--- src/coh_tile_defs.svh ---
`ifndef COH_TILE_DEFS_SVH
`define COH_TILE_DEFS_SVH

// Cache engines sharing the directory
`define COH_NUM_LCE 2

// Directory and backing store depth
`define COH_NUM_LINES 16

// Line address width, enough for every line
`define COH_ADDR_W 4

`define COH_DATA_W 32

// Trace opcode, load or store
`define COH_OP_W 1

`endif

--- src/coh_tile_pkg.sv ---
`include "coh_tile_defs.svh"

package coh_tile_pkg;

   typedef logic [`COH_ADDR_W-1:0]          line_addr_t;
   typedef logic [`COH_DATA_W-1:0]          data_word_t;
   typedef logic [$clog2(`COH_NUM_LCE)-1:0] lce_id_t;

   // One bit per LCE
   typedef logic [`COH_NUM_LCE-1:0]         sharer_mask_t;

   typedef enum logic [`COH_OP_W-1:0] {
      e_op_load  = 1'b0,
      e_op_store = 1'b1
   } tr_op_e;

   typedef enum logic [1:0] {
      e_lce_idle,
      e_lce_send,
      e_lce_wait_resp,
      e_lce_reply
   } lce_state_e;

   typedef enum logic [1:0] {
      e_cce_ready,
      e_cce_lookup,
      e_cce_respond
   } cce_state_e;

endpackage

--- src/mock_lce.sv ---
`timescale 1ns/10ps

module mock_lce (
   input  logic                       clk_i,
   input  logic                       arst_n_i,
   input  logic                       tr_pkt_v_i,
   input  coh_tile_pkg::tr_op_e       tr_op_i,
   input  coh_tile_pkg::line_addr_t   tr_addr_i,
   input  coh_tile_pkg::data_word_t   tr_data_i,
   output logic                       tr_pkt_yumi_o,
   input  logic                       tr_pkt_ready_i,
   output logic                       tr_pkt_v_o,
   output coh_tile_pkg::tr_op_e       tr_op_o,
   output coh_tile_pkg::line_addr_t   tr_addr_o,
   output coh_tile_pkg::data_word_t   tr_data_o,
   output coh_tile_pkg::sharer_mask_t tr_inv_o,
   output logic                       lce_req_v_o,
   output coh_tile_pkg::tr_op_e       lce_req_op_o,
   output coh_tile_pkg::line_addr_t   lce_req_addr_o,
   output coh_tile_pkg::data_word_t   lce_req_data_o,
   input  logic                       lce_req_ready_i,
   input  logic                       lce_resp_v_i,
   input  coh_tile_pkg::data_word_t   lce_resp_data_i,
   input  coh_tile_pkg::sharer_mask_t lce_resp_inv_i
);
   import coh_tile_pkg::*;

   lce_state_e   state_r;
   lce_state_e   state_n;
   tr_op_e       op_r;
   line_addr_t   addr_r;
   data_word_t   data_r;
   data_word_t   resp_data_r;
   sharer_mask_t resp_inv_r;

   always_ff @(posedge clk_i or negedge arst_n_i)
   begin
      if (!arst_n_i)
         state_r <= e_lce_idle;
      else
         state_r <= state_n;
   end

   always_comb
   begin
      state_n = state_r;
      case (state_r)
         e_lce_idle:
            if (tr_pkt_v_i)
               state_n = e_lce_send;
         e_lce_send:
            if (lce_req_ready_i)
               state_n = e_lce_wait_resp;
         // Always ready for the reply here
         e_lce_wait_resp:
            if (lce_resp_v_i)
               state_n = e_lce_reply;
         e_lce_reply:
            if (tr_pkt_ready_i)
               state_n = e_lce_idle;
         default:
            state_n = e_lce_idle;
      endcase
   end

   always_ff @(posedge clk_i)
   begin
      if (tr_pkt_yumi_o)
      begin
         op_r   <= tr_op_i;
         addr_r <= tr_addr_i;
         data_r <= tr_data_i;
      end
      if (state_r == e_lce_wait_resp && lce_resp_v_i)
      begin
         resp_data_r <= lce_resp_data_i;
         resp_inv_r  <= lce_resp_inv_i;
      end
   end

   // Take a new trace only when idle
   assign tr_pkt_yumi_o  = (state_r == e_lce_idle) && tr_pkt_v_i;

   assign lce_req_v_o    = (state_r == e_lce_send);
   assign lce_req_op_o   = op_r;
   assign lce_req_addr_o = addr_r;
   assign lce_req_data_o = data_r;

   // Held until the outside takes it
   assign tr_pkt_v_o     = (state_r == e_lce_reply);
   assign tr_op_o        = op_r;
   assign tr_addr_o      = addr_r;
   assign tr_data_o      = resp_data_r;
   assign tr_inv_o       = resp_inv_r;

endmodule

--- src/lce_req_arbiter.sv ---
`timescale 1ns/10ps
`include "coh_tile_defs.svh"

module lce_req_arbiter (
   input  logic                                          clk_i,
   input  logic                                          arst_n_i,
   input  logic                       [`COH_NUM_LCE-1:0] lce_req_v_i,
   input  coh_tile_pkg::tr_op_e       [`COH_NUM_LCE-1:0] lce_req_op_i,
   input  coh_tile_pkg::line_addr_t   [`COH_NUM_LCE-1:0] lce_req_addr_i,
   input  coh_tile_pkg::data_word_t   [`COH_NUM_LCE-1:0] lce_req_data_i,
   output logic                       [`COH_NUM_LCE-1:0] lce_req_ready_o,
   output logic                       [`COH_NUM_LCE-1:0] lce_resp_v_o,
   output coh_tile_pkg::data_word_t   [`COH_NUM_LCE-1:0] lce_resp_data_o,
   output coh_tile_pkg::sharer_mask_t [`COH_NUM_LCE-1:0] lce_resp_inv_o,
   output logic                                          cce_req_v_o,
   output coh_tile_pkg::lce_id_t                         cce_req_src_o,
   output coh_tile_pkg::tr_op_e                          cce_req_op_o,
   output coh_tile_pkg::line_addr_t                      cce_req_addr_o,
   output coh_tile_pkg::data_word_t                      cce_req_data_o,
   input  logic                                          cce_req_ready_i,
   input  logic                                          cce_resp_v_i,
   input  coh_tile_pkg::lce_id_t                         cce_resp_dst_i,
   input  coh_tile_pkg::data_word_t                      cce_resp_data_i,
   input  coh_tile_pkg::sharer_mask_t                    cce_resp_inv_i
);
   import coh_tile_pkg::*;

   lce_id_t prio_r;
   lce_id_t gnt_id;
   logic    req_accept;

   // Favoured LCE wins a tie, else whichever one is valid
   assign gnt_id     = lce_req_v_i[prio_r] ? prio_r : ~prio_r;
   assign req_accept = cce_req_v_o && cce_req_ready_i;

   assign cce_req_v_o    = |lce_req_v_i;
   assign cce_req_src_o  = gnt_id;
   assign cce_req_op_o   = lce_req_op_i[gnt_id];
   assign cce_req_addr_o = lce_req_addr_i[gnt_id];
   assign cce_req_data_o = lce_req_data_i[gnt_id];

   always_comb
   begin
      for (int i = 0; i < `COH_NUM_LCE; i++)
      begin
         lce_req_ready_o[i] = cce_req_ready_i && (gnt_id == lce_id_t'(i));
         lce_resp_v_o[i]    = cce_resp_v_i && (cce_resp_dst_i == lce_id_t'(i));
         lce_resp_data_o[i] = cce_resp_data_i;
         lce_resp_inv_o[i]  = cce_resp_inv_i;
      end
   end

   // Loser of the last accepted transfer goes first next time
   always_ff @(posedge clk_i or negedge arst_n_i)
   begin
      if (!arst_n_i)
         prio_r <= '0;
      else if (req_accept)
         prio_r <= ~gnt_id;
   end

endmodule

--- src/cce_directory.sv ---
`timescale 1ns/10ps
`include "coh_tile_defs.svh"

module cce_directory (
   input  logic                       clk_i,
   input  logic                       arst_n_i,
   input  logic                       cce_req_v_i,
   input  coh_tile_pkg::lce_id_t      cce_req_src_i,
   input  coh_tile_pkg::tr_op_e       cce_req_op_i,
   input  coh_tile_pkg::line_addr_t   cce_req_addr_i,
   input  coh_tile_pkg::data_word_t   cce_req_data_i,
   output logic                       cce_req_ready_o,
   output logic                       cce_resp_v_o,
   output coh_tile_pkg::lce_id_t      cce_resp_dst_o,
   output coh_tile_pkg::data_word_t   cce_resp_data_o,
   output coh_tile_pkg::sharer_mask_t cce_resp_inv_o
);
   import coh_tile_pkg::*;

   cce_state_e   state_r;
   logic         req_accept;
   lce_id_t      req_src_r;
   tr_op_e       req_op_r;
   line_addr_t   req_addr_r;
   data_word_t   req_data_r;
   sharer_mask_t src_mask;
   data_word_t   resp_data_r;
   sharer_mask_t resp_inv_r;

   data_word_t   store_r   [`COH_NUM_LINES];
   sharer_mask_t sharers_r [`COH_NUM_LINES];

   assign req_accept = cce_req_v_i && cce_req_ready_o;
   assign src_mask   = sharer_mask_t'(1) << req_src_r;

   // Accept, lookup, respond, then ready again
   always_ff @(posedge clk_i or negedge arst_n_i)
   begin
      if (!arst_n_i)
         state_r <= e_cce_ready;
      else
      begin
         case (state_r)
            e_cce_ready:
               if (req_accept)
                  state_r <= e_cce_lookup;
            e_cce_lookup:
               state_r <= e_cce_respond;
            default:
               state_r <= e_cce_ready;
         endcase
      end
   end

   always_ff @(posedge clk_i or negedge arst_n_i)
   begin
      if (!arst_n_i)
      begin
         for (int i = 0; i < `COH_NUM_LINES; i++)
         begin
            store_r[i]   <= '0;
            sharers_r[i] <= '0;
         end
      end
      else if (state_r == e_cce_lookup)
      begin
         // Writer becomes the sole sharer
         if (req_op_r == e_op_store)
         begin
            store_r[req_addr_r]   <= req_data_r;
            sharers_r[req_addr_r] <= src_mask;
         end
         else
            sharers_r[req_addr_r] <= sharers_r[req_addr_r] | src_mask;
      end
   end

   always_ff @(posedge clk_i)
   begin
      if (req_accept)
      begin
         req_src_r  <= cce_req_src_i;
         req_op_r   <= cce_req_op_i;
         req_addr_r <= cce_req_addr_i;
         req_data_r <= cce_req_data_i;
      end
      if (state_r == e_cce_lookup)
      begin
         if (req_op_r == e_op_store)
         begin
            resp_data_r <= req_data_r;
            // Other holders must drop the line
            resp_inv_r  <= sharers_r[req_addr_r] & ~src_mask;
         end
         else
         begin
            resp_data_r <= store_r[req_addr_r];
            resp_inv_r  <= '0;
         end
      end
   end

   assign cce_req_ready_o = (state_r == e_cce_ready);
   assign cce_resp_v_o    = (state_r == e_cce_respond);
   assign cce_resp_dst_o  = req_src_r;
   assign cce_resp_data_o = resp_data_r;
   assign cce_resp_inv_o  = resp_inv_r;

endmodule

--- src/coh_tile.sv ---
`timescale 1ns/10ps
`include "coh_tile_defs.svh"

module coh_tile (
   input  logic                                          clk_i,
   input  logic                                          arst_n_i,
   input  logic                       [`COH_NUM_LCE-1:0] tr_pkt_v_i,
   input  coh_tile_pkg::tr_op_e       [`COH_NUM_LCE-1:0] tr_op_i,
   input  coh_tile_pkg::line_addr_t   [`COH_NUM_LCE-1:0] tr_addr_i,
   input  coh_tile_pkg::data_word_t   [`COH_NUM_LCE-1:0] tr_data_i,
   output logic                       [`COH_NUM_LCE-1:0] tr_pkt_yumi_o,
   input  logic                       [`COH_NUM_LCE-1:0] tr_pkt_ready_i,
   output logic                       [`COH_NUM_LCE-1:0] tr_pkt_v_o,
   output coh_tile_pkg::tr_op_e       [`COH_NUM_LCE-1:0] tr_op_o,
   output coh_tile_pkg::line_addr_t   [`COH_NUM_LCE-1:0] tr_addr_o,
   output coh_tile_pkg::data_word_t   [`COH_NUM_LCE-1:0] tr_data_o,
   output coh_tile_pkg::sharer_mask_t [`COH_NUM_LCE-1:0] tr_inv_o
);
   import coh_tile_pkg::*;

   // LCE side of the arbiter
   logic         [`COH_NUM_LCE-1:0] lce_req_v;
   tr_op_e       [`COH_NUM_LCE-1:0] lce_req_op;
   line_addr_t   [`COH_NUM_LCE-1:0] lce_req_addr;
   data_word_t   [`COH_NUM_LCE-1:0] lce_req_data;
   logic         [`COH_NUM_LCE-1:0] lce_req_ready;
   logic         [`COH_NUM_LCE-1:0] lce_resp_v;
   data_word_t   [`COH_NUM_LCE-1:0] lce_resp_data;
   sharer_mask_t [`COH_NUM_LCE-1:0] lce_resp_inv;

   // CCE side
   logic         cce_req_v;
   lce_id_t      cce_req_src;
   tr_op_e       cce_req_op;
   line_addr_t   cce_req_addr;
   data_word_t   cce_req_data;
   logic         cce_req_ready;
   logic         cce_resp_v;
   lce_id_t      cce_resp_dst;
   data_word_t   cce_resp_data;
   sharer_mask_t cce_resp_inv;

   mock_lce u_lce0 (
      .clk_i          (clk_i),
      .arst_n_i       (arst_n_i),
      .tr_pkt_v_i     (tr_pkt_v_i[0]),
      .tr_op_i        (tr_op_i[0]),
      .tr_addr_i      (tr_addr_i[0]),
      .tr_data_i      (tr_data_i[0]),
      .tr_pkt_yumi_o  (tr_pkt_yumi_o[0]),
      .tr_pkt_ready_i (tr_pkt_ready_i[0]),
      .tr_pkt_v_o     (tr_pkt_v_o[0]),
      .tr_op_o        (tr_op_o[0]),
      .tr_addr_o      (tr_addr_o[0]),
      .tr_data_o      (tr_data_o[0]),
      .tr_inv_o       (tr_inv_o[0]),
      .lce_req_v_o    (lce_req_v[0]),
      .lce_req_op_o   (lce_req_op[0]),
      .lce_req_addr_o (lce_req_addr[0]),
      .lce_req_data_o (lce_req_data[0]),
      .lce_req_ready_i(lce_req_ready[0]),
      .lce_resp_v_i   (lce_resp_v[0]),
      .lce_resp_data_i(lce_resp_data[0]),
      .lce_resp_inv_i (lce_resp_inv[0])
   );

   mock_lce u_lce1 (
      .clk_i          (clk_i),
      .arst_n_i       (arst_n_i),
      .tr_pkt_v_i     (tr_pkt_v_i[1]),
      .tr_op_i        (tr_op_i[1]),
      .tr_addr_i      (tr_addr_i[1]),
      .tr_data_i      (tr_data_i[1]),
      .tr_pkt_yumi_o  (tr_pkt_yumi_o[1]),
      .tr_pkt_ready_i (tr_pkt_ready_i[1]),
      .tr_pkt_v_o     (tr_pkt_v_o[1]),
      .tr_op_o        (tr_op_o[1]),
      .tr_addr_o      (tr_addr_o[1]),
      .tr_data_o      (tr_data_o[1]),
      .tr_inv_o       (tr_inv_o[1]),
      .lce_req_v_o    (lce_req_v[1]),
      .lce_req_op_o   (lce_req_op[1]),
      .lce_req_addr_o (lce_req_addr[1]),
      .lce_req_data_o (lce_req_data[1]),
      .lce_req_ready_i(lce_req_ready[1]),
      .lce_resp_v_i   (lce_resp_v[1]),
      .lce_resp_data_i(lce_resp_data[1]),
      .lce_resp_inv_i (lce_resp_inv[1])
   );

   lce_req_arbiter u_arb (
      .clk_i          (clk_i),
      .arst_n_i       (arst_n_i),
      .lce_req_v_i    (lce_req_v),
      .lce_req_op_i   (lce_req_op),
      .lce_req_addr_i (lce_req_addr),
      .lce_req_data_i (lce_req_data),
      .lce_req_ready_o(lce_req_ready),
      .lce_resp_v_o   (lce_resp_v),
      .lce_resp_data_o(lce_resp_data),
      .lce_resp_inv_o (lce_resp_inv),
      .cce_req_v_o    (cce_req_v),
      .cce_req_src_o  (cce_req_src),
      .cce_req_op_o   (cce_req_op),
      .cce_req_addr_o (cce_req_addr),
      .cce_req_data_o (cce_req_data),
      .cce_req_ready_i(cce_req_ready),
      .cce_resp_v_i   (cce_resp_v),
      .cce_resp_dst_i (cce_resp_dst),
      .cce_resp_data_i(cce_resp_data),
      .cce_resp_inv_i (cce_resp_inv)
   );

   cce_directory u_cce (
      .clk_i          (clk_i),
      .arst_n_i       (arst_n_i),
      .cce_req_v_i    (cce_req_v),
      .cce_req_src_i  (cce_req_src),
      .cce_req_op_i   (cce_req_op),
      .cce_req_addr_i (cce_req_addr),
      .cce_req_data_i (cce_req_data),
      .cce_req_ready_o(cce_req_ready),
      .cce_resp_v_o   (cce_resp_v),
      .cce_resp_dst_o (cce_resp_dst),
      .cce_resp_data_o(cce_resp_data),
      .cce_resp_inv_o (cce_resp_inv)
   );

endmodule

--- config.mk ---
export PLATFORM = sky130hd
export DESIGN_NAME = coh_tile
export DESIGN_NICKNAME = d
export VERILOG_FILES = /design/src/coh_tile_pkg.sv /design/src/mock_lce.sv /design/src/lce_req_arbiter.sv /design/src/cce_directory.sv /design/src/coh_tile.sv
export VERILOG_INCLUDE_DIRS = /design/src
export SDC_FILE = /design/constraint.sdc
export NUM_CORES = 1
export LEC_CHECK = 0
export ABC_CLOCK_PERIOD_IN_PS = 7300
export BUFFER_PORTS_ARGS = -buffer_cell sky130_fd_sc_hd__buf_2
export CAP_MARGIN = 0
export CORE_MARGIN = 5
export CORE_UTILIZATION = 50
export DETAILED_ROUTE_END_ITERATION = 8
export MAX_ROUTING_LAYER = met4
export PLACE_DENSITY = 0.63
export SYNTH_ARGS = -nofsm -noshare
export SYNTH_HDL_FRONTEND = slang
export SYNTH_SLANG_ARGS = --single-unit
--- constraint.sdc ---
create_clock -name clk_i -period 7.3 [get_ports clk_i]
set_clock_uncertainty 0.05 [all_clocks]
set_input_delay 0.73 -clock clk_i [delete_from_list [all_inputs] [get_ports clk_i]]
set_output_delay 0.73 -clock clk_i [all_outputs]
set_load 0.02 [all_outputs]
== Word level (Yosys, flattened, before mapping) ==
Index checks and enable logic that the tools add are counted.
Storage, ports and cells
  flip-flop bits (word level): 765
  latch bits: 0
  RAM bits: 0
  ROM bits: 0
  input port bits: 80
  output and inout port bits: 82
  logic and storage cells: 134
  memories kept: 0
Operators by class
  add/subtract/negate cells: 0
  multipliers: 0
  div/mod/pow operators: 0
  order comparisons: 4
  equality and inequality tests: 17
  shift operators: 1
  muxes and demuxes: 36
  bitwise gates (word level): 7
  reduce and logical (&&, ||, !) cells: 17
Operators with widths (count)
  $bwmux W512: 1
  $mux W32: 7
  $bmux W32 S4: 1
  $demux W32 S4: 1
  $bwmux W32: 2
  $mux W2: 12
  $pmux W2 S4: 2
  $ne A2 B2 Y1 const B: 7
  $eq A2 B2 Y1 const B: 5
  $logic_and A1 B1 Y1: 10
  $bmux W2 S4: 1
  $demux W2 S4: 1
  $mux W4: 2
  $reduce_and A4 Y1: 2
  $eq A2 B1 Y1 const B: 3
  $logic_not A2 Y1: 3
  $ge A5 B5 Y1 const B: 1
  $lt A5 B1 Y1 const B: 1
  $mux W1: 5
  $not A4 Y5: 1
  $lt A1 B2 Y1 const B: 2
  $ne A2 B1 Y1 const B: 2
  $pmux W2 S2: 1
  $not A1 Y1: 3
  other kinds (6): 6

== Depth between registers and ports, before layout ==
Gate-level depths: netlist (run 1).
  depth after elaboration: 8
  mapped depth: 7
  gate-level depth less buffers: 6

== Modules after synthesis ==
From an unflattened synthesis (run 1), not the netlist that was laid out.
Unflattened totals
  cells, all modules: 1988
  area total of the unflattened synthesis: 33025.4 sq um
By module, submodules not included
  cce_directory: instances 1, cells each 1679, area each 27213.6 sq um, sequential area each 15825.2 sq um
  mock_lce: instances 2, cells each 94, area each 2377.3 sq um, sequential area each 2182.1 sq um
  lce_req_arbiter: instances 1, cells each 121, area each 1057.3 sq um, sequential area each 25.0 sq um

== Worst setup path before layout (run 1) ==
Ideal clock, no wire load.
  kind: input -> output
  start: input tr_pkt_v_i[0]
  end: output tr_pkt_yumi_o[0]
  arrival: 1.949 ns
  required time: 6.520 ns
  setup slack: 4.571 ns
  stages on the path: 2
  path buffers: 1
  cell sequence: and2_1 buf_4
On the way
  cells in the longest elaborated chain, start to end: 1
Ends and longest elaborated chain
  from (decl): line coh_tile.sv:7  | input logic [`COH_NUM_LCE-1:0] tr_pkt_v_i,
  $logic_and A1 B1 Y1: line mock_lce.sv:82  | assign tr_pkt_yumi_o = (state_r == e_lce_idle) && tr_pkt_v_i;
  to (decl): line coh_tile.sv:11  | output logic [`COH_NUM_LCE-1:0] tr_pkt_yumi_o,
Every way passes these cells.

== Final worst setup path (run 1) ==
  start: register u_cce.req_addr_r[3]
  end: register u_cce.store_r[16] in the netlist's numbering
On the way
  cells in the longest elaborated chain, start to end: 6
  elaborated cells between the ends (all ways): 7
  classes of those cells: 2 x order compare; 3 x mux; 1 x bitwise; 1 x reduce/logical
Ends and longest elaborated chain
  from (decl): line cce_directory.sv:24  | line_addr_t req_addr_r;
  from (signal assigned): line cce_directory.sv:84  | req_addr_r <= cce_req_addr_i;
  $not A4 Y5 (implied by the code) *: line cce_directory.sv:70  | store_r[req_addr_r] <= req_data_r;
  $ge A5 B5 Y1 (implied by the code) / $lt A5 B1 Y1 (equally long branches): line cce_directory.sv:70
  $logic_and A1 B1 Y1 (implied by the code): line cce_directory.sv:70
  $mux W32 (implied by the code): line cce_directory.sv:70
  $demux W32 S4 *: line cce_directory.sv:70
  $bwmux W512 *: line cce_directory.sv:70
  to (signal, indexed assignment): line cce_directory.sv:70
  to (decl): line cce_directory.sv:30  | data_word_t store_r [`COH_NUM_LINES];
Every way passes the cells marked *; elsewhere a longest branch is shown, timed or not.
A chain may end at the register's enable or synchronous reset.

==> impl_results.md, run 1 <==
- Syn nets: 2,014
- RSZ-0062 raised after global routing: no
- Avg Vias per Cell: 5.81
- Area growth syn-to-layout: 12.9%
- Ordered cell list for the critical path: buf_4 -> buf_4 -> nand3_1 -> nor2_4 -> mux2_2
- Power share of the clock group: 27.0%
- Psw: 4.76 mW
- Fmax: 251 MHz
- Post-CTS Setup Bufs: 0
- Post-cts resize count: 0
- Hold Vio Cnt, Final: 0
- Syn_area_per_cell: 16.9 µm²
- Starting Density: 50.4%
- Crit path time final: 3.98 ns
- Area leader, netlist: dfrtp_1
- Clock buffer depth: 3
- Power per cell area: 412 nW/µm²
- Hold-fix buffers at CTS: 0
- Status: complete, no violations
- R2r setup slk: 3.32 ns
- Max VDD drop: 0.000262 V
- Wirelength per Cell: 25.2 µm
- Initial antenna violation count: 2
- Antenna viol nets, final: 0
- Critical path data arrival time: 4.41 ns
- Slew headroom: 7.82%
- Crit path launch type: flop
- Drt pass-1 iters: 5
- Vias: 17,300
- Layout Nets: 2,147
- Die width: 265 µm
- Post-synth ARST share: 72.0%
- Vias in the first global route: 18,800
- Dpl ws: 3.30 ns
- Sequential share of power: 45.4%
- Synthesis-stage register bit count: 765
- Core box area: 64,300 µm²
- Final GP Congestion: 0.785
- Post-synth top area share: 42.5%
- Most used cell, CP: buf_4
- IO Port Bufs: 161
- Setup TNS: 0 ns
- H-tree Lvls: 3
- Fin Hold WS: 0.115 ns
- Max_cap viols: 0
- Logic pwr share: 27.6%
- CTS clk-pin slew, worst paths: 0.06 ns
- Int Pwr: 10.3 mW
- Total I/O pin count: 162
- CTS Buf Count: 82
- Switching Share: 31.5%
- Max incr delay on CP: 1.16 ns
- Setup ws final: 3.32 ns
- Leading cell types by total area after synthesis: dfrtp_1 (43%), edfxtp_1 (20%), mux2_2 (19%)
- Pin count of the biggest net entering global routing: 184
- Count of final setup violators: 0
- Post-synth EDFFs: 214
- Crit-path slowest cell: nor2_4
- Total GRT Usage: 22.2%
- Sequential area share after synthesis: 62.3%
- WP data required: 7.73 ns
- Die footprint: 70,100 µm²
- Worst skew pair latency: 0.61 ns
- Site Rows: 93
- Root buf cell: clkbuf_16
- Post-Syn Area: 32,400 µm²
- First-pass GRT wire length: 117 mm
- Leak pwr: 16.1 nW
- Hpwl dp: 44.4 mm
- Main synth FF type: dfrtp_1
- Synth unique cells: 40
- GRT overflow: 0
- CTS tree: done
- Final Cycle Share: 54.5%
- CP max FO: 43
- YS warnings: 0
- Max Slew Vio Count: 0
- Power Total: 15.1 mW
- CP endpoint kind: flop
- Die span in y: 265 µm
- Worst-margin pin slew: 1.38 ns
- Final WL: 75.1 mm
- Setup CP Type: reg2reg
- Share of cells above drive strength 1: 47.6%
- HP Class: in2async
- Mapped Cells: 1,922
- DRC violations left: 0
- Sink Count: 765
- Number of DRC markers in iteration 0: 989
## worst max-delay path, delay by kind of cell, from the launching register on
family	cells	cell delay (ns)
flops	1	0.33
buf+inv	2	1.29
mux	1	0.43
simple gates	2	1.64
## power by group through the flow
stage / Combinational (mW) / Clock, mW / Sequential (mW)
after floorplan: 3.34 / 0 / 6.39
after global placement: 4.14 / 0 / 6.84
after detailed placement: 4.23 / 0 / 6.91
after CTS: 4.24 / 4.18 / 6.85
after global routing: 4.53 / 4.37 / 7.01
final: 4.17 / 4.08 / 6.85
## per-stage QoR
step	utilization [%]	instance area (µm²)	cells
after global placement	52.7	33900	2826
final	56.9	36600	2980
after global routing	56.9	36600	2979
after CTS	56.9	36600	2979
after detailed placement	52.7	33900	2826
after floorplan	-	32400	1922
## cell usage in the layout (no fill, tap or decap), types with 12 or more instances in the layout
| cell type | synthesis | layout |
|---|---|---|
| clkbuf_8 | 0 | 12 |
| ha_1 | 12 | 12 |
| a31oi_1 | 16 | 16 |
| nor2_4 | 3 | 13 |
| mux2_1 | 48 | 48 |
| clkbuf_1 | 44 | 18 |
| dfrtp_1 | 551 | 551 |
| nor2_1 | 42 | 32 |
| buf_4 | 36 | 30 |
| mux2i_1 | 50 | 50 |
| edfxtp_1 | 214 | 214 |
| mux2_2 | 536 | 536 |
| mux4_2 | 128 | 128 |
| clkinv_2 | 0 | 13 |
| clkinv_1 | 1 | 14 |
| buf_2 | 56 | 160 |
| nand2_1 | 33 | 30 |
| clkbuf_16 | 0 | 88 |
| a21oi_1 | 35 | 34 |
| o22ai_1 | 34 | 34 |
## routing by layer
layer,global-route usage [%],up-vias,share of wire (%),routed length (µm)
met2,34.7,351,48,36300
met3,3.83,109,4.5,3360
met4,5.66,0,2.4,1790
met5,-,-,0,0
li1,-,7517,-,-
met1,30.9,9331,45,33700
## cell usage after synthesis, types with 3 or more instances
master and count:
a21oi_1 35, nand2b_1 4, ha_1 12, clkbuf_1 44, o22ai_1 34, nor2b_1 7, mux2_1 48, nor2_1 42
edfxtp_1 214, nand2_1 33, nor2_4 3, a31oi_1 16, and2_1 5, a22oi_1 6, nand4b_1 3, mux2i_1 50
buf_4 36, nand3_1 6, o21ai_1 5, mux2_2 536, buf_1 3, buf_6 6, inv_1 9, dfrtp_1 551
mux4_2 128, o21ai_0 9, buf_2 56
## area by class of cell
cell class,instances,area [µm²]
tap,855,1070
fill,5030,27700
inverter,10,37.5
timing repair buffer,194,1100
clock inverter,35,253
multi-input combinational,1002,11500
clock buffer,118,2430
antenna,1,2.50
sequential,765,20200
## registers in the layout (all words and copies together) (netlist names), 4 cells and up
register               flops
u_cce.cce_resp_data_o     32
u_lce1.lce_req_data_o     32
u_lce1.tr_data_o          32
u_lce0.lce_req_data_o     32
u_lce0.tr_data_o          32
u_cce.store_r            512
u_cce.req_addr_r           4
u_cce.req_data_r          32
u_cce.sharers_r           32
u_lce0.lce_req_addr_o      4
u_lce1.lce_req_addr_o      4
## cells by family after synthesis
kind of cell	share of synthesized area (%)
mux	30.7
compound gates	2.11
fa+ha+maj	0.463
buf+inv	2.56
flops	62.3
simple gates	1.84
## worst paths after layout
path,start,end,cells past startpoint
setup reg to reg,u_cce.req_addr_r[3],u_cce.store_r[16],5
max in group asynchronous,arst_n_i,u_cce.store_r[458],2
hold reg to reg,u_cce.cce_resp_data_o[23],u_lce0.tr_data_o[23],0
setup / recovery,u_cce.req_addr_r[3],u_cce.store_r[16],5
min in group clk_i,tr_data_i[49],u_lce1.lce_req_data_o[17],1
hold / removal,arst_n_i,u_cce.sharers_r[11],1
No activity file was read; power rests on OpenSTA's default activity.
==> run 2: changes to the inputs <==
--- a/config.mk
+++ b/config.mk
@@ -6,7 +6,7 @@
 export SDC_FILE = /design/constraint.sdc
 export NUM_CORES = 1
 export LEC_CHECK = 0
-export ABC_CLOCK_PERIOD_IN_PS = 7300
+export ABC_CLOCK_PERIOD_IN_PS = 3750
 export BUFFER_PORTS_ARGS = -buffer_cell sky130_fd_sc_hd__buf_2
 export CAP_MARGIN = 0
 export CORE_MARGIN = 5
==> constraint.sdc (replaced) <==
create_clock -name clk_i -period 3.75 [get_ports clk_i]
set_clock_uncertainty 0.05 [all_clocks]
set_input_delay 0.375 -clock clk_i [delete_from_list [all_inputs] [get_ports clk_i]]
set_output_delay 0.375 -clock clk_i [all_outputs]
set_load 0.02 [all_outputs]
==> run 2 against run 1 <==
- final cell count is 3.3% higher
- critical endpoint is now u_cce.store_r[273]
- worst setup slack worse by 2.4 ns
- utilization is 1.7 points higher
- sequential power is 94% higher
- global-route usage is 0.14 points higher
- sequential cell count stayed put
- non-clock buffer count is 98 higher
==> impl_results.md, run 2 (synthesized netlist as in run 1, its figures left out) <==
- Status: complete, no violations (unchanged)
- CTS clk-pin slew, worst paths: 0.06 ns (about the same)
- Slew headroom: 38.1% (was 7.82%)
- Final Cycle Share: 75.5% (was 54.5%)
- Max incr delay on CP: 0.72 ns (was 1.16 ns)
- Most common cell after layout, fill and taps aside: dfrtp_1 (unchanged)
- Wirelength per Cell: 24.5 µm (was 25.2 µm)
- Share of cells above drive strength 1: 46.4% (was 47.6%)
- Dpl cell area: 34,200 µm² (was 33,900 µm²)
- Site Rows: 93 (unchanged)
- Worst skew pair latency: 0.62 ns (was 0.61 ns)
- Post-cts resize count: 0 (unchanged)
- Root buf cell: clkbuf_16 (unchanged)
- Layout Nets: 2,244 (was 2,147)
- Drt pass-1 iters: 5 (unchanged)
- Die width: 265 µm (unchanged)
- HP Class: in2reg (was in2async)
- IO Port Bufs: 161 (unchanged)
- Max_cap viols: 0 (unchanged)
- Reg2Reg Launch Point: u_cce.state_r[1] (was u_cce.req_addr_r[3])
- Starting Density: 50.4% (unchanged)
- Crit-path slowest cell: nor2_4 (unchanged)
- Count of final setup violators: 0 (unchanged)
- Setup CP Type: reg2reg (unchanged)
- Register with the most flip-flops: u_cce.store_r (unchanged)
- Vias: 17,700 (was 17,300)
- Max FFs per register: 512 (unchanged)
- Setup TNS: 0 ns (unchanged)
- Final WL: 75.5 mm (was 75.1 mm)
- Antenna viol nets, final: 0 (unchanged)
- Die footprint: 70,100 µm² (unchanged)
- Total I/O pin count: 162 (unchanged)
- CTS Buf Count: 81 (was 82)
- First-pass GRT wire length: 118 mm (was 117 mm)
- Hold depth: 4
- Hold path startpoint: tr_pkt_v_i[1]
- Final core occ: 58.6% (was 56.9%)
- DRC violations left: 0 (unchanged)
- Hpwl dp: 44.2 mm (was 44.4 mm)
- Fmax: 353 MHz (was 251 MHz)
- R2r setup slk: 0.92 ns (was 3.32 ns)
- Number of DRC markers in iteration 0: 1,130 (was 989)
- Max Slew Vio Count: 0 (unchanged)
- Reg2Reg Capture Point: u_cce.store_r[273] (was u_cce.store_r[16])
- FF-to-FF path depth: 4 (was 5)
- Pin count of the biggest net entering global routing: 107 (was 184)
- Total GRT Usage: 22.4% (was 22.2%)
- CTS tree: done (unchanged)
- Core box area: 64,300 µm² (unchanged)
- RSZ-0062 raised after global routing: no (unchanged)
- Leak pwr: 16.5 nW (was 16.1 nW)
- Area growth syn-to-layout: 16.3% (was 12.9%)
- Avg Vias per Cell: 5.75 (was 5.81)
- Die span in y: 265 µm (unchanged)
- Fin Hold WS: 0.293 ns (was 0.115 ns)
- Max VDD drop: 0.000458 V (was 0.000262 V)
- H-tree Lvls: 3 (unchanged)
- Clock buffer depth: 3 (unchanged)
- Worst-margin pin slew: 0.929 ns (was 1.38 ns)
- WP data required: 4.19 ns (was 7.73 ns)
- Crit path time final: 2.83 ns (was 3.98 ns)
- Initial antenna violation count: 2 (unchanged)
- Post-route cell area: 37,700 µm² (was 36,600 µm²)
- Final GP Congestion: 0.776 (was 0.785)
- Min-Delay Endpoint: u_lce1.state_r[0]
- Crit path launch type: flop (unchanged)
- Ordered cell list for the critical path: nand4b_1 -> nor2_4 -> buf_12 -> mux2_2 (was buf_4 -> buf_4 -> nand3_1 -> nor2_4 -> mux2_2)
- Hold Vio Cnt, Final: 0 (unchanged)
- GRT overflow: 0 (unchanged)
- Power per cell area: 787 nW/µm² (was 412 nW/µm²)
- Vias in the first global route: 19,300 (was 18,800)
- Sink Count: 765 (unchanged)
- CP endpoint kind: flop (unchanged)
- CP max FO: 22 (was 43)
- Commonest non-fill, non-tap cells in the layout: dfrtp_1 (551), mux2_2 (536), edfxtp_1 (214), buf_2 (160), mux4_2 (128) (unchanged)
- Critical path data arrival time: 3.28 ns (was 4.41 ns)
run 2: cell types whose count changed in the layout (fill, tap and decap cells not counted), sizes merged:
cell         previous run  this run
buf                   194       217
bufinv                  3         5
clkinvlp                3         2
clkinv                 29        19
dlygate4sd3             0        75
clkbuf                118       126
run 2: report_power, final:
group / total [mW] / internal (mW) / switching (mW)
registers: 13.3 / 11.4 / 1.99
logic: 8.23 / 4.18 / 4.05
clock network: 8.12 / 4.90 / 3.23
run 2: repair_timing:
item | CTS | global route
endpoints found under the hold margin | 168 | 0
setup buffers | 0 | 0
hold buffers | 75 | 0
run 2: layout make-up:
cell class,count,area [µm²]
fill,4857,26600
sequential,765,20200
multi-input combinational,1002,11500
clock buffer,126,2480
timing repair buffer,292,2160
tap,855,1070
clock inverter,26,255
inverter,10,37.5
antenna,1,2.50
run 2: how the worst max path moves through the flow:
stage	start	to	cells past startpoint
final	u_cce.state_r[1]	u_cce.store_r[273]	4
after global routing	u_cce.req_addr_r[0]	u_cce.cce_resp_data_o[18]	6
after CTS	u_cce.state_r[1]	u_cce.store_r[273]	4
after detailed placement	u_cce.state_r[1]	u_cce.store_r[283]	4
after global placement	u_cce.state_r[1]	u_cce.store_r[272]	4
after floorplan	u_cce.state_r[1]	u_cce.cce_resp_data_o[0]	2
run 2: layer usage:
metal	global-route usage (%)	routed length (µm)
met5	-	0
met4	5.72	1550
met3	3.45	3370
met2	36.3	37700
met1	30.1	32900
run 2: worst max-delay path, delay by kind of cell, from the launching register on:
family	cells	cell delay, ns
simple gates	2	1.40
buf+inv	1	0.32
mux	1	0.37
flops	1	0.57
run 2: through the flow:
step	total power [mW]	instances	worst slack [ns]
finish	29.7	3077	0.917
global route	31.2	3077	0.785
CTS	30.0	3076	0.886
detailed placement	21.7	2849	0.903
global placement	21.4	2849	0.915
floorplan	18.9	1922	1.21
